### config.mk
export PLATFORM = sky130hd
export DESIGN_NAME = cache_memory
export DESIGN_NICKNAME = d
export VERILOG_FILES = /design/src/logic/cache_pkg.sv /design/src/logic/cache_ram_1rw.sv /design/src/logic/cache_memory.sv
export SDC_FILE = /design/constraint.sdc
export NUM_CORES = 2
export LEC_CHECK = 0
export BUFFER_PORTS_ARGS = -buffer_cell sky130_fd_sc_hd__buf_2
export CAP_MARGIN = 10
export CELL_PAD_IN_SITES_DETAIL_PLACEMENT = 0
export CELL_PAD_IN_SITES_GLOBAL_PLACEMENT = 2
export CORE_ASPECT_RATIO = 1.2
export CORE_MARGIN = 4
export CORE_UTILIZATION = 30
export CTS_BUF_LIST = sky130_fd_sc_hd__clkbuf_4
export DETAILED_ROUTE_END_ITERATION = 8
export PLACE_DENSITY = 0.54
export SLEW_MARGIN = 30
export SYNTH_ARGS = -nofsm -noshare
export SYNTH_HDL_FRONTEND = slang
export SYNTH_MEMORY_MAX_BITS = 65536
export SYNTH_SLANG_ARGS = --single-unit
### constraint.sdc
create_clock -name clk_i -period 4.4 [get_ports clk_i]
set_input_delay 0.88 -clock clk_i [delete_from_list [all_inputs] [get_ports clk_i]]
set_output_delay 0.88 -clock clk_i [all_outputs]
set_load 0.01 [all_outputs]
### src/logic/cache_pkg.sv
`default_nettype none

package cache_pkg;

  ////////////////////////////////////////////////////////////
  // sizes
  ////////////////////////////////////////////////////////////

  // core word and cache line
  localparam int XLEN          = 32;
  localparam int LINE_BITS     = 128;

  // organisation, 2 ways of 16 sets
  localparam int WAYS          = 2;
  localparam int SETS          = 16;

  // address split, tag | index | offset
  localparam int OFFS_BITS     = 4;
  localparam int IDX_BITS      = 4;
  localparam int TAG_BITS      = 24;
  localparam int WORD_SEL_BITS = 2;

  ////////////////////////////////////////////////////////////
  // types
  ////////////////////////////////////////////////////////////

  typedef logic [TAG_BITS-1:0]  tag_t;
  typedef logic [IDX_BITS-1:0]  idx_t;
  typedef logic [LINE_BITS-1:0] line_t;

  // one bit per way, one-hot
  typedef logic [WAYS-1:0]      way_sel_t;

  // word read request, 30 bits
  typedef struct packed {
    tag_t                     tag;
    idx_t                     idx;
    logic [WORD_SEL_BITS-1:0] word_sel;
  } core_req_t;

  // fill command towards the cache memory, 31 bits
  typedef struct packed {
    logic     strobe;
    way_sel_t way;
    idx_t     idx;
    tag_t     tag;
  } fill_t;

  // split a byte address into tag, set and word in line
  // the two low bits are the byte in word and are dropped
  function automatic core_req_t to_core_req(logic [XLEN-1:0] addr);
    core_req_t req;
    req.tag      = addr[XLEN-1 -: TAG_BITS];
    req.idx      = addr[OFFS_BITS +: IDX_BITS];
    req.word_sel = addr[OFFS_BITS-1 -: WORD_SEL_BITS];
    return req;
  endfunction

endpackage

`default_nettype wire

### src/logic/cache_ram_1rw.sv
`timescale 1ns/1ps
`default_nettype none

module cache_ram_1rw #(
  parameter type entry_t = logic
) (
  input  wire logic            clk_i,
  input  wire cache_pkg::idx_t addr_i,
  input  wire logic            we_i,
  input  wire entry_t          d_i,
  output      entry_t          q_o
);

  import cache_pkg::*;

  ////////////////////////////////////////////////////////////
  // storage, one entry per set
  ////////////////////////////////////////////////////////////

  entry_t mem_q [SETS];

  // single port, one address for read and write
  // read returns the old entry on a write edge
  // new contents visible from the next read on
  always_ff @(posedge clk_i)
  begin
    if (we_i)
    begin
      mem_q[addr_i] <= d_i;
    end
    // read every cycle, one cycle latency
    q_o <= mem_q[addr_i];
  end

endmodule

`default_nettype wire

### src/logic/cache_memory.sv
`timescale 1ns/1ps
`default_nettype none

module cache_memory (
  input  wire logic                 clk_i,
  input  wire logic                 rst_ni,

  // lookup from the controller
  input  wire cache_pkg::core_req_t lookup_i,

  // fill command and line from the bus
  input  wire cache_pkg::fill_t     fill_i,
  input  wire cache_pkg::line_t     fill_line_i,

  input  wire logic                 flush_i,

  // registered lookup result
  output      logic                 hit_o,
  output      cache_pkg::way_sel_t  hit_way_o,
  output      cache_pkg::line_t     line_o
);

  import cache_pkg::*;

  ////////////////////////////////////////////////////////////
  // signals
  ////////////////////////////////////////////////////////////

  // ram address, shared by tag and data rams
  idx_t                     ram_idx;

  // lookup fields aligned with ram output
  idx_t                     idx_dly;
  tag_t                     tag_dly;

  // per way write enable during fill
  way_sel_t                 fill_we;
  logic                     fill_dly;

  // per way ram outputs
  tag_t                     tag_q  [WAYS];
  line_t                    data_q [WAYS];

  // valid bits in flops, way by set
  logic [WAYS-1:0][SETS-1:0] valid_q;

  // compare result and selected line
  way_sel_t                 way_hit;
  line_t                    line_mux;

  ////////////////////////////////////////////////////////////
  // index and tag handling
  ////////////////////////////////////////////////////////////

  // fill owns the rams while its strobe is high
  assign ram_idx = fill_i.strobe ? fill_i.idx : lookup_i.idx;

  // only the chosen victim way is written
  assign fill_we = {WAYS{fill_i.strobe}} & fill_i.way;

  // delay lookup fields by the ram latency
  always_ff @(posedge clk_i)
  begin
    idx_dly <= lookup_i.idx;
    tag_dly <= lookup_i.tag;
  end

  // remember a fill write for one cycle
  // ram output after a write edge is stale
  always_ff @(posedge clk_i or negedge rst_ni)
  begin
    if (!rst_ni)
    begin
      fill_dly <= 1'b0;
    end
    else
    begin
      fill_dly <= fill_i.strobe;
    end
  end

  ////////////////////////////////////////////////////////////
  // per way rams
  ////////////////////////////////////////////////////////////

  for (genvar w = 0; w < WAYS; w++)
  begin : gen_way
    // tag ram
    cache_ram_1rw #(
      .entry_t ( tag_t       )
    ) u_tag_ram (
      .clk_i   ( clk_i       ),
      .addr_i  ( ram_idx     ),
      .we_i    ( fill_we[w]  ),
      .d_i     ( fill_i.tag  ),
      .q_o     ( tag_q[w]    )
    );

    // data ram, whole line per entry
    cache_ram_1rw #(
      .entry_t ( line_t      )
    ) u_data_ram (
      .clk_i   ( clk_i       ),
      .addr_i  ( ram_idx     ),
      .we_i    ( fill_we[w]  ),
      .d_i     ( fill_line_i ),
      .q_o     ( data_q[w]   )
    );

    // valid and tag match for this way
    assign way_hit[w] = valid_q[w][idx_dly] & (tag_q[w] == tag_dly);
  end

  ////////////////////////////////////////////////////////////
  // valid bits
  ////////////////////////////////////////////////////////////

  // flush wins over a fill in the same cycle
  always_ff @(posedge clk_i or negedge rst_ni)
  begin
    if (!rst_ni)
    begin
      valid_q <= '0;
    end
    else if (flush_i)
    begin
      valid_q <= '0;
    end
    else
    begin
      for (int w = 0; w < WAYS; w++)
      begin
        if (fill_we[w])
        begin
          valid_q[w][fill_i.idx] <= 1'b1;
        end
      end
    end
  end

  ////////////////////////////////////////////////////////////
  // line select and output registers
  ////////////////////////////////////////////////////////////

  // and-or mux, at most one way hits
  always_comb
  begin
    line_mux = '0;
    for (int w = 0; w < WAYS; w++)
    begin
      line_mux = line_mux | (data_q[w] & {LINE_BITS{way_hit[w]}});
    end
  end

  // hit blocked right after a fill write
  always_ff @(posedge clk_i or negedge rst_ni)
  begin
    if (!rst_ni)
    begin
      hit_o     <= 1'b0;
      hit_way_o <= '0;
    end
    else
    begin
      hit_o     <= (|way_hit) & ~fill_dly;
      hit_way_o <= way_hit & {WAYS{~fill_dly}};
    end
  end

  // line payload, only meaningful with hit_o
  always_ff @(posedge clk_i)
  begin
    line_o <= line_mux;
  end

endmodule

`default_nettype wire

* Word-level counts from Yosys, hierarchy flattened
Memory sizes are Yosys's and may differ from the RTL's. A register that Yosys moved wholly into a read port is not among the register bits.
Cells that the tools add are included.
** Word-level totals
- Register bits after elaboration :: 192
- Bits in writable memories :: 4864
- Input bits :: 192
- Output and inout port bits :: 131
- Memories :: 4
** Memory list
- gen_way[0].u_data_ram.mem_q :: depth 16, width 128, read ports 1, clocked after Yosys merged registers in 1, wr ports 1, line cache_ram_1rw.sv:20 : entry_t mem_q [SETS];
- gen_way[1].u_data_ram.mem_q :: depth 16, width 128, read ports 1, clocked after Yosys merged registers in 1, wr ports 1, line cache_ram_1rw.sv:20
- gen_way[0].u_tag_ram.mem_q :: depth 16, width 24, read ports 1, clocked after Yosys merged registers in 1, wr ports 1, line cache_ram_1rw.sv:20
- gen_way[1].u_tag_ram.mem_q :: depth 16, width 24, read ports 1, clocked after Yosys merged registers in 1, wr ports 1, line cache_ram_1rw.sv:20
** Cells by class
- $lt $le $gt $ge :: 3
- Equality and inequality tests :: 2
- Muxes and demuxes :: 14
- Bitwise gates (word level) :: 11
- Reduce and logical (&&, ||, !) cells :: 4
** Operator list (count)
- bitwise AND 128 bit :: 2
- OR 128 bit :: 1
- equality test 24 bit :: 2
- 2-to-1 mux 16 bit :: 2
- 2-to-1 mux 32 bit :: 1
- OR 16 bit :: 2
- less-than comparator 4 x 5 -> 1 bit, second input constant :: 2
- binary-select mux 1 bit (select 4 bit) :: 2
- 2-to-1 mux 1 bit :: 7
- bitwise AND 2 bit :: 2
- demux 1 bit (select 4 bit) :: 1
- greater-or-equal comparator 4 x 1 -> 1 bit, second input constant :: 1
- 2-to-1 mux 4 bit :: 1
- nonzero test 2 bit :: 2
- bitwise AND 1 bit :: 3
- OR reduction 2 bit :: 1
- logical AND 1 bit :: 1
- NOT 1 bit :: 1

* Logic depth before layout (Yosys ltp)
- Word-level depth :: 7
- Gate-level depth with buffers :: 8
- Depth with buffers taken out :: 5

* Cells and area by module
A second synthesis with hierarchy kept.
** Unflattened totals
- Cells, all modules :: 8349
- Area, all modules :: 194774.3 µm²
** By module, submodules not included
- cache_ram_1rw at gen_way[0].u_data_ram ... :: times used 2, cells an instance 3271, area an instance 79124.6 µm², seq. area each 64061.4 µm²
- cache_ram_1rw at gen_way[0].u_tag_ram ... :: times used 2, cells an instance 637, area an instance 14955.6 µm², seq. area each 12011.5 µm²
- cache_memory :: times used 1, cells an instance 533, area an instance 6613.8 µm², seq. area each 4023.9 µm²

* Worst setup path after synthesis
Ideal clock, no wire load.
- Path type :: input to register
- Start point :: input port fill_i[30] (netlist name)
- End point :: memory gen_way[1].u_data_ram.mem_q[3][0] (netlist name), enable pin
- Library setup time :: 0.852 ns
- Arrival time :: 12.226 ns
- Required time :: 3.548 ns
- Setup slack :: -8.678 ns
- Cell stages on the path :: 6
- Path buffers :: 3
- Cells stage by stage :: mux2_2 -> buf_2 -> clkbuf_1 -> buf_2 -> nand2_1 -> nor3_1
** On the way
- Cells in the longest elaborated chain, start to end :: 3
- Elaborated cells on any way between the ends :: 4
- Those cells by class :: 3 x mux; 1 x bitwise
** Ends and longest elaborated chain
- from (decl) :: line cache_memory.sv:12 : input wire cache_pkg::fill_t fill_i,
- bitwise AND 2 bit :: line cache_memory.sv:59 : assign fill_we = {WAYS{fill_i.strobe}} & fill_i.way;
- 2-to-1 mux 1 bit :: line cache_ram_1rw.sv:27 : if (we_i)
- 2-to-1 mux 1 bit (implied by the code) :: line cache_ram_1rw.sv:29 : mem_q[addr_i] <= d_i;
- to (decl) :: line cache_ram_1rw.sv:20
Parallel ways exist; a longest one is shown, timed or not.

* Worst setup path after layout
- Start point :: register tag_dly[15]
- End point :: register line_o[7]
** On the way
- Cells in the longest elaborated chain, start to end :: 4
- Elaborated cells on any way between the ends :: 7
- Those cells by class :: 2 x eq/ne; 5 x bitwise
** Ends and longest elaborated chain
- from (decl) :: line cache_memory.sv:34 : tag_t tag_dly;
- from (signal assigned) :: line cache_memory.sv:65 : tag_dly <= lookup_i.tag;
- equality test 24 bit :: line cache_memory.sv:111 : assign way_hit[w] = valid_q[w][idx_dly] & (tag_q[w] == tag_dly);
- bitwise AND 1 bit :: line cache_memory.sv:111
- bitwise AND 128 bit :: line cache_memory.sv:151 : line_mux = line_mux | (data_q[w] & {LINE_BITS{way_hit[w]}});
- OR 128 bit (*) :: line cache_memory.sv:151
- net line_mux[7] :: line cache_memory.sv:49 : line_t line_mux;
- to (signal assigned) :: line cache_memory.sv:173 : line_o <= line_mux;
- to (decl) :: line cache_memory.sv:20 : output cache_pkg::line_t line_o
The timed path passes the listed nets; every way through them passes the cells marked *.
A chain may end at the register's enable or synchronous reset.

==> metrics.md <==
| Metric | Value |
|---|---|
| Initial Utilization | `30.1%` |
| Worst clock skew | `0.249 ns` |
| Crit. End Element | `flip-flop` |
| Die width | `742 um` |
| Max Cap Viol | `0` |
| Worst VDD drop | `0.277 mV` |
| WS Path Type | `flip-flop to flip-flop` |
| Worst path arrival time | `5.38 ns` |
| Clk slew on worst S/H paths | `0.07 ns` |
| Die area | `0.659 mm2` |
| GPL Wtd Cong | `0.709` |
| CTS tree | `built` |
| Most common cell type on the critical path | `buf_4` |
| RSZ-0062 raised after global routing | `false` |
| Initial antenna violation count | `99` |
| Syn Nets | `8468` |
| Static Leakage | `76.2 nW` |
| Clock root cell | `clkbuf_4` |
| CP Cell Sequence | `xnor2_1 -> nand4_1 -> nor4_1 -> buf_4 -> and3_4 -> buf_12 -> buf_4 -> a22o_1` |
| Relative slew slack | `31.0%` |
| Worst Hold Class | `primary input to flip-flop` |
| Die Y | `888 um` |
| PD cells | `461 mW/mm2` |
| Post-layout min period | `3.74 ns` |
| Clock sinks | `5360` |
| TNS Setup | `0 ns` |
| Post-synthesis sequential area ratio | `80.6%` |
| Post-cts resize count | `0` |
| Top cell type's share of synthesized area | `75.4%` |
| Setup crit start kind | `flip-flop` |
| CORE AREA | `0.644 mm2` |
| Final ANT Viol Nets | `0` |
| First-pass GRT wire length | `815000 um` |
| Share of layout cells above drive strength 1 | `38.0%` |
| YS warnings | `0` |
| CP max-delay cell | `nor4_1` |
| CP Buf/Inv Count | `3` |
| Final HPWL DP | `300000 um` |
| Via count | `98423` |
| Vias/cell | `4.88` |
| Post-Syn Area | `0.194 mm2` |
| Fin worst setup slack | `0.657 ns` |
| I/O Buffers | `320` |
| Area contributors post-synth | `edfxtp_1 (75%), mux4_2 (14%), dfxtp_1 (4.8%)` |
| Fmax | `267 MHz` |
| Number of global-route vias before repair | `106326` |
| Overall power | `0.107 W` |
| Final Cycle Share | `85.1%` |
| Top Family by Delay on Critical Path | `simple AND/OR/NAND/NOR gates` |
| Avg Cell Area, Syn | `23.4 um2` |
| Cell Rows | `323` |
| Largest net degree at the start of global routing | `94` |
| Num ports | `323` |
| Buffers from clock root to sink, at most | `5` |
| Fin. max-slew vios | `0` |
| Pre-antenna DRT Iters | `5` |
| Synth area leader | `edfxtp_1` |
| Utilization after layout | `36.1%` |
| Yosys reg bits | `5360` |
| CP peak stage delay | `0.72 ns` |
| Syn Inst Count | `8276` |
| Final nets | `10597` |
| Final setup vio count | `0` |
| TritonCTS buffer count | `1454` |
| Pre-CTS setup slack | `0.498 ns` |
| # DRC | `0` |
| Ys flop type | `edfxtp_1` |
| Async SR Flop Fraction | `0.672%` |
| GR Overflow Total | `0` |
| DRT iter0 DRCs | `8026` |
| CTS H-tree lvls | `7` |
| Number of enable flip-flop cells after synthesis | `4864` |
| WL per Instance | `29.0 um` |
| Post-synth cell types | `33` |
| Outcome | `completed` |
| Max FO, Critical Path | `26` |
| GRT Util Overall | `17.7%` |
| Drt total wl | `585000 um` |
| CP Data Required Time | `6.04 ns` |
| Clock latency on the worst-skew pair | `1.88 ns` |
| Area Overhead vs Synth | `20.1%` |
| Measured slew at the worst slew-check pin | `1.04 ns` |
| Final Hold Fails | `0` |
worst register-to-register path, delay by kind of cell (launching register included):
kind,cells,cell delay (ns)
xor+xnor,1,0.42
buf+inv,3,1.02
compound gates,1,0.41
flops,1,0.43
simple gates,3,1.33
area by class of cell:
class,count,area (um2)
diodes,74,185
clock buffers,2224,16700
clock inverters,317,1660
fillers,60202,412000
multi-input cells,2474,36000
flip-flops and latches,5360,156000
well taps,8612,10800
repair buffers,1115,11200
cell usage in the layout (no fill, tap or decap), types with 19 or more instances in the layout:
| cell | synthesis | layout |
|---|---|---|
| inv_2 | 0 | 19 |
| dfrtp_1 | 36 | 36 |
| nor2_4 | 0 | 28 |
| buf_2 | 102 | 389 |
| a22oi_1 | 611 | 611 |
| mux4_2 | 1224 | 1224 |
| clkbuf_4 | 0 | 2224 |
| clkinv_2 | 0 | 42 |
| xnor2_1 | 48 | 48 |
| dfxtp_1 | 460 | 460 |
| a22o_1 | 129 | 128 |
| dlygate4sd3_1 | 0 | 328 |
| edfxtp_1 | 4864 | 4864 |
| buf_4 | 49 | 161 |
| nor2_1 | 85 | 57 |
| clkinv_1 | 0 | 236 |
| buf_12 | 0 | 235 |
| diode_2 | 0 | 74 |
| nand2_1 | 313 | 309 |
cells by family after synthesis:
logic type	Yosys count	synth area share [%]
DFF	5360	80.6
AOI/OAI and AO/OA	760	3.03
muxes	1228	14.2
xor gates and xnor gates	48	0.217
buffers and inverters	442	1.02
and+or+nand+nor	438	0.891
worst paths after layout:
kind,from,to,slack [ns],cells after the start
min in group asynchronous,rst_ni,hit_way_o[0],0.37,4
max in group asynchronous,rst_ni,valid_q[16],3.76,4
setup / recovery,tag_dly[15],line_o[7],0.66,8
setup reg to reg,tag_dly[15],line_o[7],0.66,8
hold / removal,fill_line_i[59],gen_way[0].u_data_ram.mem_q[12][59],0.19,3
hold reg to reg,gen_way[1].u_data_ram.q_o[34],line_o[34],0.43,1
synthesized netlist by cell type (all sizes together) (7+ instances only):
library cell	instances
edfxtp	4864
mux4	1224
a22oi	611
dfxtp	460
nand2	313
clkbuf	227
buf	215
a22o	129
nor2	85
xnor2	48
dfrtp	36
nand4	14
nand3	10
a21oi	7
routing by layer:
metal | vias up | GRT usage, % | wire length, um
met3 | 966 | 3.95 | 31400
li1 | 40614 | - | -
met2 | 3419 | 30.6 | 303000
met5 | - | 0 | 203
met4 | 34 | 5.28 | 12600
met1 | 53390 | 22.1 | 239000
sequential cells by signal, summed over array words and instances, names as in the netlist:
signal                    flops
gen_way.u_data_ram.mem_q   4096
gen_way.u_data_ram.q_o      256
gen_way.u_tag_ram.mem_q     768
line_o                      128
gen_way.u_tag_ram.q_o        48
tag_dly                      24
hit_o                         1
hit_way_o                     2
valid_q                      32
idx_dly                       4
fill_dly                      1
repair_timing:
action | 4_1_cts | 5_1_grt
endpoints found under the hold margin | 6247 | 21
buffers inserted | 0 | 0
endpoints found under the setup margin | 0 | 0
hold buffers | 404 | 1
metrics by stage:
step / area (um2) / cells / hold WS [ns]
after CTS: 233000 / 20100 / 0.0000275
after global routing: 233000 / 20169 / -0.0693
after detailed placement: 210000 / 17155 / 0.431
after global placement: 210000 / 17155 / 0.435
final: 233000 / 20176 / 0.188
after floorplan: 194000 / 8276 / 0.420
report_power, final:
part / total (W) / switching (W) / internal [W] / leakage, nW
clock network: 0.0441 / 0.0203 / 0.0238 / 11.1
registers: 0.0569 / 0.000377 / 0.0566 / 48.1
logic: 0.00614 / 0.00350 / 0.00263 / 17.0
total: 0.107 / 0.0242 / 0.0830 / 76.2
(Power assumes the default switching activity.)
