[src/logic/cache_pkg.sv]
`default_nettype none

package cache_pkg;

  ////////////////////////////////////////////////////////////
  // sizes
  ////////////////////////////////////////////////////////////

  // core word and cache line
  localparam int XLEN          = 32;
  localparam int LINE_BITS     = 128;

  // organisation, 2 ways of 16 sets
  localparam int WAYS          = 2;
  localparam int SETS          = 16;

  // address split, tag | index | offset
  localparam int OFFS_BITS     = 4;
  localparam int IDX_BITS      = 4;
  localparam int TAG_BITS      = 24;
  localparam int WORD_SEL_BITS = 2;

  ////////////////////////////////////////////////////////////
  // types
  ////////////////////////////////////////////////////////////

  typedef logic [TAG_BITS-1:0]  tag_t;
  typedef logic [IDX_BITS-1:0]  idx_t;
  typedef logic [LINE_BITS-1:0] line_t;

  // one bit per way, one-hot
  typedef logic [WAYS-1:0]      way_sel_t;

  // word read request, 30 bits
  typedef struct packed {
    tag_t                     tag;
    idx_t                     idx;
    logic [WORD_SEL_BITS-1:0] word_sel;
  } core_req_t;

  // fill command towards the cache memory, 31 bits
  typedef struct packed {
    logic     strobe;
    way_sel_t way;
    idx_t     idx;
    tag_t     tag;
  } fill_t;

  // split a byte address into tag, set and word in line
  // the two low bits are the byte in word and are dropped
  function automatic core_req_t to_core_req(logic [XLEN-1:0] addr);
    core_req_t req;
    req.tag      = addr[XLEN-1 -: TAG_BITS];
    req.idx      = addr[OFFS_BITS +: IDX_BITS];
    req.word_sel = addr[OFFS_BITS-1 -: WORD_SEL_BITS];
    return req;
  endfunction

endpackage

`default_nettype wire

[src/logic/cache_ctrl.sv]
`timescale 1ns/1ps
`default_nettype none

module cache_ctrl (
  input  wire logic                        clk_i,
  input  wire logic                        rst_ni,

  // core side
  input  wire logic                        req_i,
  input  wire logic [cache_pkg::XLEN-1:0]  addr_i,
  input  wire logic                        flush_i,
  output      logic                        busy_o,
  output      logic                        rvalid_o,
  output      logic [cache_pkg::XLEN-1:0]  rdata_o,

  // cache memory side
  output      cache_pkg::core_req_t        lookup_o,
  output      cache_pkg::fill_t            fill_o,
  input  wire logic                        hit_i,
  input  wire cache_pkg::line_t            line_i,

  // bus side
  output      logic                        biu_req_o,
  output      logic [cache_pkg::XLEN-1:0]  biu_addr_o,
  input  wire logic                        biu_ack_i,
  input  wire cache_pkg::line_t            biu_d_i
);

  import cache_pkg::*;

  ////////////////////////////////////////////////////////////
  // types and signals
  ////////////////////////////////////////////////////////////

  // miss wait also covers the refill return
  // the word goes out on the ack edge
  typedef enum logic [1:0] {
    IDLE,
    LOOKUP,
    COMPARE,
    MISS_WAIT
  } state_e;

  state_e                state_q;
  state_e                state_d;

  // accepted request held until the word returns
  core_req_t             req_q;

  logic                  accept;
  logic                  hit_ret;
  logic                  fill_go;

  // one-hot round robin victim per set
  way_sel_t [SETS-1:0]   victim_q;

  // pick one word out of a line
  function automatic logic [XLEN-1:0] line_word(line_t line,
                                                logic [WORD_SEL_BITS-1:0] sel);
    return line[sel*XLEN +: XLEN];
  endfunction

  ////////////////////////////////////////////////////////////
  // request accept and lookup
  ////////////////////////////////////////////////////////////

  assign busy_o  = (state_q != IDLE);
  assign accept  = req_i & ~busy_o;

  // ram is read on the accept edge itself
  assign lookup_o = busy_o ? req_q : to_core_req(addr_i);

  always_ff @(posedge clk_i)
  begin
    if (accept)
    begin
      req_q <= to_core_req(addr_i);
    end
  end

  ////////////////////////////////////////////////////////////
  // fsm
  ////////////////////////////////////////////////////////////

  // hit_i is valid in compare only
  assign hit_ret = (state_q == COMPARE) & hit_i;

  // bus request as soon as the miss shows up
  assign biu_req_o  = ((state_q == COMPARE) & ~hit_i) | (state_q == MISS_WAIT);
  assign biu_addr_o = {req_q.tag, req_q.idx, {OFFS_BITS{1'b0}}};
  assign fill_go    = biu_req_o & biu_ack_i;

  always_comb
  begin
    state_d = state_q;
    case (state_q)
      IDLE:      if (accept) state_d = LOOKUP;
      LOOKUP:    state_d = COMPARE;
      COMPARE:   state_d = (hit_i | fill_go) ? IDLE : MISS_WAIT;
      MISS_WAIT: if (fill_go) state_d = IDLE;
      default:   state_d = IDLE;
    endcase
  end

  always_ff @(posedge clk_i or negedge rst_ni)
  begin
    if (!rst_ni)
    begin
      state_q <= IDLE;
    end
    else
    begin
      state_q <= state_d;
    end
  end

  ////////////////////////////////////////////////////////////
  // read data return
  ////////////////////////////////////////////////////////////

  always_ff @(posedge clk_i or negedge rst_ni)
  begin
    if (!rst_ni)
    begin
      rvalid_o <= 1'b0;
    end
    else
    begin
      rvalid_o <= hit_ret | fill_go;
    end
  end

  // miss path takes the word straight off the bus
  always_ff @(posedge clk_i)
  begin
    if (fill_go)
    begin
      rdata_o <= line_word(biu_d_i, req_q.word_sel);
    end
    else if (hit_ret)
    begin
      rdata_o <= line_word(line_i, req_q.word_sel);
    end
  end

  ////////////////////////////////////////////////////////////
  // fill command and victim pointers
  ////////////////////////////////////////////////////////////

  assign fill_o.strobe = fill_go;
  assign fill_o.way    = victim_q[req_q.idx];
  assign fill_o.idx    = req_q.idx;
  assign fill_o.tag    = req_q.tag;

  // rotate the set's pointer after each fill
  always_ff @(posedge clk_i or negedge rst_ni)
  begin
    if (!rst_ni)
    begin
      victim_q <= {SETS{way_sel_t'(1)}};
    end
    else if (flush_i && !busy_o)
    begin
      victim_q <= {SETS{way_sel_t'(1)}};
    end
    else if (fill_go)
    begin
      victim_q[req_q.idx] <= {victim_q[req_q.idx][WAYS-2:0],
                              victim_q[req_q.idx][WAYS-1]};
    end
  end

endmodule

`default_nettype wire

[config.mk]
export PLATFORM = sky130hd
export DESIGN_NAME = cache_ctrl
export DESIGN_NICKNAME = d
export VERILOG_FILES = /design/src/logic/cache_pkg.sv /design/src/logic/cache_ctrl.sv
export SDC_FILE = /design/constraint.sdc
export NUM_CORES = 1
export LEC_CHECK = 0
export BUFFER_PORTS_ARGS = -buffer_cell sky130_fd_sc_hd__buf_4
export CORE_AREA = 5 5 162 164
export DETAILED_ROUTE_END_ITERATION = 16
export DIE_AREA = 0 0 167 169
export PLACE_DENSITY_LB_ADDON = 0.2
export SLEW_MARGIN = 30
export SYNTH_ARGS = -nofsm -noshare
export SYNTH_HDL_FRONTEND = slang
export SYNTH_SLANG_ARGS = --single-unit
[constraint.sdc]
create_clock -name clk_i -period 2.78 [get_ports clk_i]
set_input_delay 0.417 -clock clk_i [delete_from_list [all_inputs] [get_ports clk_i]]
set_output_delay 0.417 -clock clk_i [all_outputs]
set_load 0.005 [all_outputs]
# Word-level counts from Yosys, hierarchy flattened
# Index checks and enable logic that the tools add are counted.
# classes
addsub,0
multipliers,0
div_mod_pow,0
order_cmp,2
n_eq_ne,5
shift,2
muxes,14
bitwise,9
n_reduce_logical,8
# ops
cell,count
$shiftx A128 B8 Y32,2
$mux W32,4
$bwmux W32,1
$mux W30,1
$mux W2,5
$bmux W2 S4,1
$demux W2 S4,1
$pmux W2 S4,1
$reduce_bool A2 Y1,3
$lt A4 B5 Y1 const B,1
$and A1 B1 Y1,4
$eq A2 B2 Y1 const B,2
$ge A4 B1 Y1 const B,1
$ne A2 B2 Y1 const B,2
$or A1 B1 Y1,3
$eq A2 B1 Y1 const B,1
$logic_and A1 B1 Y1,2
$logic_not A2 Y1,1
$not A1 Y1,2
$reduce_and A2 Y1,1
$logic_not A1 Y1,1
# totals
reg_bits,97
latchBits,0
mem_bits_rw,0
romBits,0
input_bits,294
word_cells,62
memories,0

# Longest topological paths before layout
# Gate-level depths: netlist of run 1.
# depth
ltp_word,7
depth_mapped,7

# Worst setup path before layout of run 1
# Ideal clock, no wire load.
# synth_path
path_type,flip-flop to output port
from,"register req_q, in the netlist biu_addr_o[5]"
to,output port fill_o[28] (netlist name)
arrival_time_ns,1.714
path_slack_ns,0.649
stages_incl_launch_ff,6
path_buffers,1
cell_sequence,edfxtp_1 > buf_2 > mux4_2 > nor2b_1 > a21oi_1 > mux2i_1
# synth_rtl
element,line,rtl
start: declaration,cache_ctrl.sv:48,core_req_t req_q;
start signal: assignment,cache_ctrl.sv:77,req_q <= to_core_req(addr_i);
end: declaration,cache_ctrl.sv:18,"output cache_pkg::fill_t fill_o,"

==> summary.txt, run 1 <==
Fill cell count: 2,394
Yosys warnings: 0
Highest clock rate: 377 MHz
Mapped cell area: 6460 µm²
Clk slew on worst S/H paths: 80 ps
Core ar.: 24,700 µm²
Comb power frac: 0.477
Number of synthesized flops with an enable pin: 62
Final TNS setup: 0 ps
Cell Rows: 58
Dpl hpwl: 20,600 µm
Worst path arrival time: 2230 ps
Post-synth ARST share: 0.361
CTS-repair resized insts: 0
Post-synth top area share: 0.288
Die area: 28,200 µm²
Initial Util: 0.261
Via Count: 5,271
Die X-Extent: 167 µm
Area contributors post-synth: edfxtp_1 (29%), mux4_2 (25%), mux2_2 (11%)
All-Layer GR Usage: 0.171
WL per Instance: 22.6 µm
First-pass detailed-route iteration total: 4
Final max-slew violation count: 0
Largest net degree at the start of global routing: 66
Seq pwr share: 0.332
N_diodes: 0
Sequential share of the synthesized area: 0.427
Unrepaired setup endpoints after global routing: false
Area leader, netlist: edfxtp_1
Worst Path Required: 2360 ps
Status: finished clean
Vias per inst: 4.65
Placer Congestion: 0.859
Ports: 422
Die H: 169 µm
IO buf count: 415
Final ANT Viol Nets: 0
Clk root buf: clkbuf_16
Power density cells: 669 nW/µm²
H-tree levels: 3
Routed wire length: 25,700 µm
Post-Place Cells: 1,118
P&R area growth vs syn: 52.9%
Period Utilization, post-route: 0.954
Crit path launch type: register
Net Sw Frac: 0.327
Fin Clk Skew: 12.7 ps
Layout cells sized above 1: 0.748
Number of synthesized register bits: 97
CTS sink count: 97
# nets final: 1,093
Setup violators final: 0
WS Path Type: register to primary output
Later-pin clock latency in the skew report: 360 ps
Switching power: 0.00216 W
Post-CTS setup buffer count: 0
Synth cell count leaders: mux4_2 (71), edfxtp_1 (62), mux2_2 (62)
First-pass GRT wire length: 36,200 µm
Vias in the first global route: 5,489
DR iter-0 viols: 251
Final critical-path required period: 2650 ps
Antenna violations before repair: 0
Worst min path class: input port to async pin
Design area: 9880 µm²
Hold buffer count at cts: 0
Internal Power: 0.00445 W
Global route total overflow: 0
Clock power share: 0.191
Tot Pwr: 0.00661 W
CP Max Fanout: 15
Number of max-cap violations: 0
Mapped Avg Cell Area: 14.4 µm²
Worst Max-Slew Pin Slew: 709 ps
Critical path endpoint category: primary output
Non-Filler Instances: 1,134
Max VDD drop: 430 µV
Max Root-Sink Buffers: 2
Cells after synthesis: 450
Placed cell areas: 9590 µm²
Count leader, synth: mux4_2
Final hold violations: 0
DRC Markers: 0
Slew HR: 0.523
Leak: 4.22 nW
CTS tree: yes
Most used DFF post-synth: edfxtp_1
Num CTS Buffers: 9
Library cells used by synthesis: 32
-- final cells by class --
cell class	instances	area, µm²	share of cell area
clock buffer	9	225	0.0228
clock inverter	7	58.8	0.00595
inverter	10	37.5	0.00380
multi-input combinational	253	3070	0.311
sequential	97	2760	0.279
tap	330	413	0.0418
timing repair buffer	428	3310	0.335
-- registers in the layout, indices dropped and copies added (netlist names) --
name / cells
state_q: 2
biu_addr_o: 28
req_q: 2
victim_q: 32
rvalid_o: 1
rdata_o: 32
-- logic make-up (layout without fill, tap and decap cells) --
family / Yosys count / count (layout) / synth area share
mux: 160 / 160 / 0.398
other cells: 1 / 4 / 0.000581
flops: 97 / 97 / 0.427
compound gates: 19 / 19 / 0.0178
buf+inv: 103 / 454 / 0.101
simple gates: 70 / 70 / 0.0560
-- per-layer routing --
layer | vias up | track usage | part of all wire
li1 | 2386 | - | -
met1 | 2648 | 0.220 | 0.41
met2 | 211 | 0.285 | 0.51
met3 | 26 | 0.0425 | 0.068
met4 | 0 | 0.0527 | 0.020
met5 | - | 0 | 0
-- worst max-delay path, stage by stage (launching register included) --
cell and delay, ps:
edfxtp_1 790, mux4_2 410, nor2b_1 170, a21oi_1 200, mux2i_1 130, buf_4 170
-- cell usage in the layout, fill, tap and decap left out, drive strengths merged, types with 4 or more instances in the layout --
| cell type | instances |
|---|---|
| buf | 428 |
| mux4 | 71 |
| mux2 | 62 |
| edfxtp | 62 |
| mux2i | 27 |
| nand2 | 20 |
| dfrtp | 19 |
| dfstp | 16 |
| nor3 | 15 |
| inv | 15 |
| a21oi | 12 |
| clkbuf | 9 |
| nor2 | 9 |
| nor4 | 8 |
| nor2b | 5 |
| nand2b | 4 |
| conb | 4 |
-- path summary, 6_finish.rpt --
kind,slack (ps),startpoint,cells past startpoint,to
hold reg to reg,500,victim_q[17],2,victim_q[16]
setup reg to reg,550,state_q[1],5,rdata_o[13]
hold / removal,10,rst_ni,1,victim_q[11]
setup / recovery,130,biu_addr_o[6],5,fill_o[28]
min in group clk_i,240,addr_i[12],1,biu_addr_o[12]
max in group asynchronous,2420,rst_ni,1,victim_q[18]
-- power by group through the flow --
stage / sequential, W / clock [W] / combinational (W)
after floorplan: 0.00215 / 0 / 0.00179
after global placement: 0.00221 / 0 / 0.00321
after detailed placement: 0.00222 / 0 / 0.00322
after CTS: 0.00220 / 0.00133 / 0.00323
after global routing: 0.00223 / 0.00138 / 0.00339
final: 0.00219 / 0.00126 / 0.00315
-- through the flow --
stage | util | setup slack, ps | hold WS [ps]
after global routing | 0.399 | 31.5 | 39.1
final | 0.399 | 129 | 13.0
after floorplan | - | 649 | 121
after CTS | 0.399 | 93.3 | 11.0
after detailed placement | 0.388 | 454 | 402
after global placement | 0.388 | 461 | 406
Power figures use the tool's default switching activity.
==> inputs of run 2 (changes only) <==
- HOLD_SLACK_MARGIN: default -> 0.15
==> summary.txt, run 2 (synthesis results as in run 1) <==
CTS tree: yes
Vias per inst: 4.65 (about the same)
Setup violators final: 0 (unchanged)
Final max-slew violation count: 0 (unchanged)
Antenna violations before repair: 0 (unchanged)
Worst Path Required: 2360 ps (about the same)
Core ar.: 24,700 µm² (unchanged)
Unrepaired setup endpoints after global routing: false
Final critical-path required period: 2650 ps (+2.31 ps)
Final Core Density: 0.400 (+0.000405)
Dpl hpwl: 20,600 µm (unchanged)
Post-CTS setup buffer count: 0 (unchanged)
CTS-repair resized insts: 0 (unchanged)
Slew HR: 0.525 (+0.00157)
P&R area growth vs syn: 53.1%
Worst min path class: input port to register
Setup slack, reg-to-reg: 540 ps (about the same)
Die X-Extent: 167 µm (unchanged)
Commonest cells after routing, fill and taps aside: buf_4 (420), mux4_2 (71), mux2_2 (62), edfxtp_1 (62), mux2i_1 (27)
Die H: 169 µm (unchanged)
Placer Congestion: 0.859 (unchanged)
Placed cell areas: 9590 µm² (unchanged)
Via Count: 5,279 (+0.15%)
Max VDD drop: 394 µV (-8.3%)
Seq pwr share: 0.332 (about the same)
Design area: 9890 µm² (+0.10%)
Fill cell count: 2,392 (-0.084%)
CTS sink count: 97 (unchanged)
Worst path arrival time: 2240 ps (about the same)
Initial Util: 0.261 (unchanged)
Net Sw Frac: 0.327 (about the same)
Switching power: 0.00216 W (about the same)
Worst Max-Slew Pin Slew: 706 ps (-2.33 ps)
Max Root-Sink Buffers: 2 (unchanged)
Register area: 2760 µm² (unchanged)
Internal Power: 0.00445 W (about the same)
Period Utilization, post-route: 0.954 (about the same)
Cell Rows: 58 (unchanged)
# nets final: 1,094 (+0.091%)
IO buf count: 415 (unchanged)
Final ANT Viol Nets: 0 (unchanged)
Clk root buf: clkbuf_16
Ports: 422 (unchanged)
WL per Instance: 22.6 µm (about the same)
Post-placement setup slack: 454 ps (unchanged)
Leak: 4.22 nW (about the same)
Highest clock rate: 377 MHz (about the same)
Global route total overflow: 0 (unchanged)
Status: finished clean
Routed wire length: 25,700 µm (about the same)
H-tree levels: 3 (unchanged)
N_diodes: 0 (unchanged)
Setup WS post-layout: 127 ps (-2.31 ps)
Fin Clk Skew: 12.6 ps (-0.156 ps)
Clock power share: 0.191 (about the same)
DRC Markers: 0 (unchanged)
Layout cells sized above 1: 0.747 (-0.000929)
First-pass detailed-route iteration total: 4 (unchanged)
All-Layer GR Usage: 0.171 (about the same)
Hold buffer count at cts: 1 (+1)
CP Max Fanout: 15 (unchanged)
First-pass GRT wire length: 36,200 µm (about the same)
Critical path endpoint category: primary output
Number of max-cap violations: 0 (unchanged)
WS Path Type: register to primary output
DR iter-0 viols: 268 (+6.8%)
Final hold violations: 0 (unchanged)
Comb power frac: 0.477 (about the same)
Crit path launch type: register
Largest net degree at the start of global routing: 66 (unchanged)
Later-pin clock latency in the skew report: 360 ps (about the same)
Multi-input gate area: 3070 µm² (unchanged)
Num CTS Buffers: 9 (unchanged)
Power density cells: 668 nW/µm² (about the same)
Die area: 28,200 µm² (unchanged)
Most common cell after layout, fill and taps aside: buf_4
Vias in the first global route: 5,488 (-0.018%)
Hold Slack: 237 ps (+224 ps)
Final TNS setup: 0 ps (unchanged)
Clk slew on worst S/H paths: 80 ps (about the same)
-- run 2: changes by cell type in the layout (fill, tap and decap cells not counted), sizes merged --
cell / delta
dlygate4sd3: +1
-- run 2: stage by stage --
stage               total power (W)  std cells
finish                      0.00661       1135
global route                0.00701       1135
CTS                         0.00676       1135
detailed placement          0.00544       1118
global placement            0.00543       1118
floorplan                   0.00394        453
-- run 2: worst max-delay path, stage by stage (launching register included) --
cell and delay, ps:
edfxtp_1 790, mux4_2 410, nor2b_1 170, a21oi_1 200
mux2i_1 130, buf_4 170
-- run 2: layer usage --
metal  GRT usage  vias to the layer above  wire length [µm]
met1       0.220                     2649             10600
met4      0.0527                        0               499
met5           0                        -                 0
li1            -                     2391                 -
met2       0.285                      213             12900
met3      0.0425                       26              1690
-- run 2: final timing paths --
path / from / endpoint / depth (start not counted)
worst max-delay path: biu_addr_o[6] / fill_o[28] / 5
worst min-delay path: addr_i[12] / biu_addr_o[12] / 1
worst max register to register: state_q[1] / rdata_o[13] / 5
worst min register to register: victim_q[17] / victim_q[16] / 2
max in group asynchronous: rst_ni / victim_q[18] / 2
min in group asynchronous: rst_ni / victim_q[29] / 2
-- run 2: cell type report --
type                    count  area share
flip-flops and latches     97       0.279
well taps                 330      0.0418
inverters                  10     0.00380
clock buffers               9      0.0228
clock inverters             7     0.00595
multi-input cells         253       0.311
repair buffers            429       0.336
-- run 2: power by group through the flow --
stage,clock [W],combinational (W),sequential (W)
detailed placement,0,0.00322,0.00222
finish,0.00126,0.00315,0.00219
global route,0.00138,0.00339,0.00223
CTS,0.00133,0.00323,0.00220
global placement,0,0.00321,0.00221
floorplan,0,0.00179,0.00215
==> inputs of run 3 (changes only) <==
==> constraint.sdc (replaced) <==
create_clock -name clk_i -period 2.78 [get_ports clk_i]
set_input_delay 0 -clock clk_i [delete_from_list [all_inputs] [get_ports clk_i]]
set_output_delay 0 -clock clk_i [all_outputs]
set_load 0.005 [all_outputs]
==> summary.txt, run 3 (synthesis results as in run 1) <==
Register area: 2760 µm² (unchanged)
Layout cells sized above 1: 0.708 (-0.0388)
Die X-Extent: 167 µm (unchanged)
Fill cell count: 2,370 (-0.92%)
Final ANT Viol Nets: 0 (unchanged)
Max Root-Sink Buffers: 2 (unchanged)
Critical Path Source: biu_addr_o[5]
CTS-repair resized insts: 0 (unchanged)
Worst Max-Slew Pin Slew: 790 ps (+83.8 ps)
Slew HR: 0.473 (-0.0516)
Post-CTS setup buffer count: 0 (unchanged)
Most common cell after layout, fill and taps aside: buf_4
Num CTS Buffers: 9 (unchanged)
Highest clock rate: 418 MHz (+11%)
Final critical-path required period: 2390 ps (-262 ps)
First-pass detailed-route iteration total: 4 (unchanged)
CTS sink count: 97 (unchanged)
Leak: 4.41 nW (+4.5%)
Commonest cells after routing, fill and taps aside: buf_4 (427), mux4_2 (71), mux2_2 (62), edfxtp_1 (62), dlygate4sd3_1 (44)
Final max-slew violation count: 0 (unchanged)
Antenna violations before repair: 0 (unchanged)
Multi-input gate area: 3070 µm² (unchanged)
Via Count: 5,508 (+4.3%)
Largest net degree at the start of global routing: 66 (unchanged)
Period Utilization, post-route: 0.860 (-0.0944)
Status: finished clean
All-Layer GR Usage: 0.175 (+0.00378)
Hold Slack: 168 ps (-69.4 ps)
WS Path Type: register to primary output
Final hold violations: 0 (unchanged)
Die area: 28,200 µm² (unchanged)
Power density cells: 649 nW/µm² (-3.0%)
Worst min path class: input port to register
Critical Path Sink: fill_o[28]
Vias per inst: 4.66 (+0.19%)
R2R cell count: 5 (unchanged)
# nets final: 1,141 (+4.3%)
Unrepaired setup endpoints after global routing: false
WL per Instance: 22.0 µm (-2.8%)
Max VDD drop: 329 µV (-17%)
CP Max Fanout: 9 (-6)
Reg-to-reg endpoint: rdata_o[5]
First-pass GRT wire length: 37,200 µm (+2.7%)
Die H: 169 µm (unchanged)
Hold buffer count at cts: 45 (+44)
P&R area growth vs syn: 59.9%
Worst r2r src: state_q[1]
H-tree levels: 3 (unchanged)
Worst path arrival time: 2390 ps (+150 ps)
Dpl hpwl: 20,500 µm (-0.61%)
Core ar.: 24,700 µm² (unchanged)
Fin Clk Skew: 10.3 ps (-2.26 ps)
Clk root buf: clkbuf_16
Crit path launch type: register
Worst Path Required: 2780 ps (+420 ps)
Critical path endpoint category: primary output
Later-pin clock latency in the skew report: 350 ps (about the same)
Number of max-cap violations: 0 (unchanged)
N_diodes: 0 (unchanged)
CTS tree: yes
Clk slew on worst S/H paths: 70 ps (about the same)
DRC Markers: 0 (unchanged)
Vias in the first global route: 5,721 (+4.2%)
Setup slack, reg-to-reg: 480 ps (-60 ps)
Routed wire length: 26,000 µm (+1.2%)
Initial Util: 0.261 (unchanged)
IO buf count: 415 (unchanged)
Global route total overflow: 0 (unchanged)
Placer Congestion: 0.876 (+2.0%)
Setup violators final: 0 (unchanged)
Ports: 422 (unchanged)
Final TNS setup: 0 ps (unchanged)
Cell Rows: 58 (unchanged)
DR iter-0 viols: 350 (+31%)
run 3: cell types whose count changed in the layout (fill, tap and decap cells not counted), sizes merged:
cell	delta
buf	+4
clkbuf	+5
clkinv	-1
dlygate4sd3	+43
inv	-4
run 3: power by group:
part           switching (W)  internal (W)
registers           0.000207       0.00198
clock network       0.000592      0.000749
logic                0.00133       0.00184
total                0.00213       0.00457
run 3: through the flow:
stage / instances / area, µm² / power (W) / util / setup WS, ps
6_report: 1182 / 10300 / 0.00670 / 0.417 / 389
5_1_grt: 1182 / 10300 / 0.00709 / 0.417 / 256
4_1_cts: 1182 / 10300 / 0.00684 / 0.417 / 365
3_5_place_dp: 1121 / 9570 / 0.00538 / 0.387 / 453
3_3_place_gp: 1121 / 9570 / 0.00537 / 0.387 / 467
2_1_floorplan: 453 / 6470 / 0.00394 / - / 674
run 3: worst min path at each step:
| stage | start | to | slack [ps] | cells past startpoint |
|---|---|---|---|---|
| 2_1_floorplan | rst_ni | rvalid_o | -300 | 0 |
| 3_3_place_gp | rst_ni | rvalid_o | -10 | 1 |
| 3_5_place_dp | rst_ni | rvalid_o | -10 | 1 |
| 4_1_cts | biu_d_i[53] | rdata_o[21] | 150 | 3 |
| 5_1_grt | biu_d_i[94] | rdata_o[30] | 160 | 3 |
| 6_report | biu_d_i[64] | rdata_o[0] | 170 | 3 |
run 3: critical path, stage by stage, from the launching register on:
cell and delay (ps):
edfxtp_1 550, buf_4 250, mux4_2 500, nor2b_1 160
a21oi_1 140, buf_4 190, mux2i_1 90, buf_4 160
run 3: cell type report:
class / count / area share
timing repair buffer: 476 / 0.361
multi-input combinational: 253 / 0.298
sequential: 97 / 0.267
tap: 330 / 0.0400
clock buffer: 14 / 0.0287
inverter: 10 / 0.00364
clock inverter: 2 / 0.00170
run 3: metal layers:
layer / up-vias / routed length [µm] / track usage
li1: 2486 / - / -
met2: 245 / 13100 / 0.290
met4: 0 / 584 / 0.0562
met3: 28 / 1640 / 0.0378
met5: - / 0 / 0
met1: 2749 / 10600 / 0.229
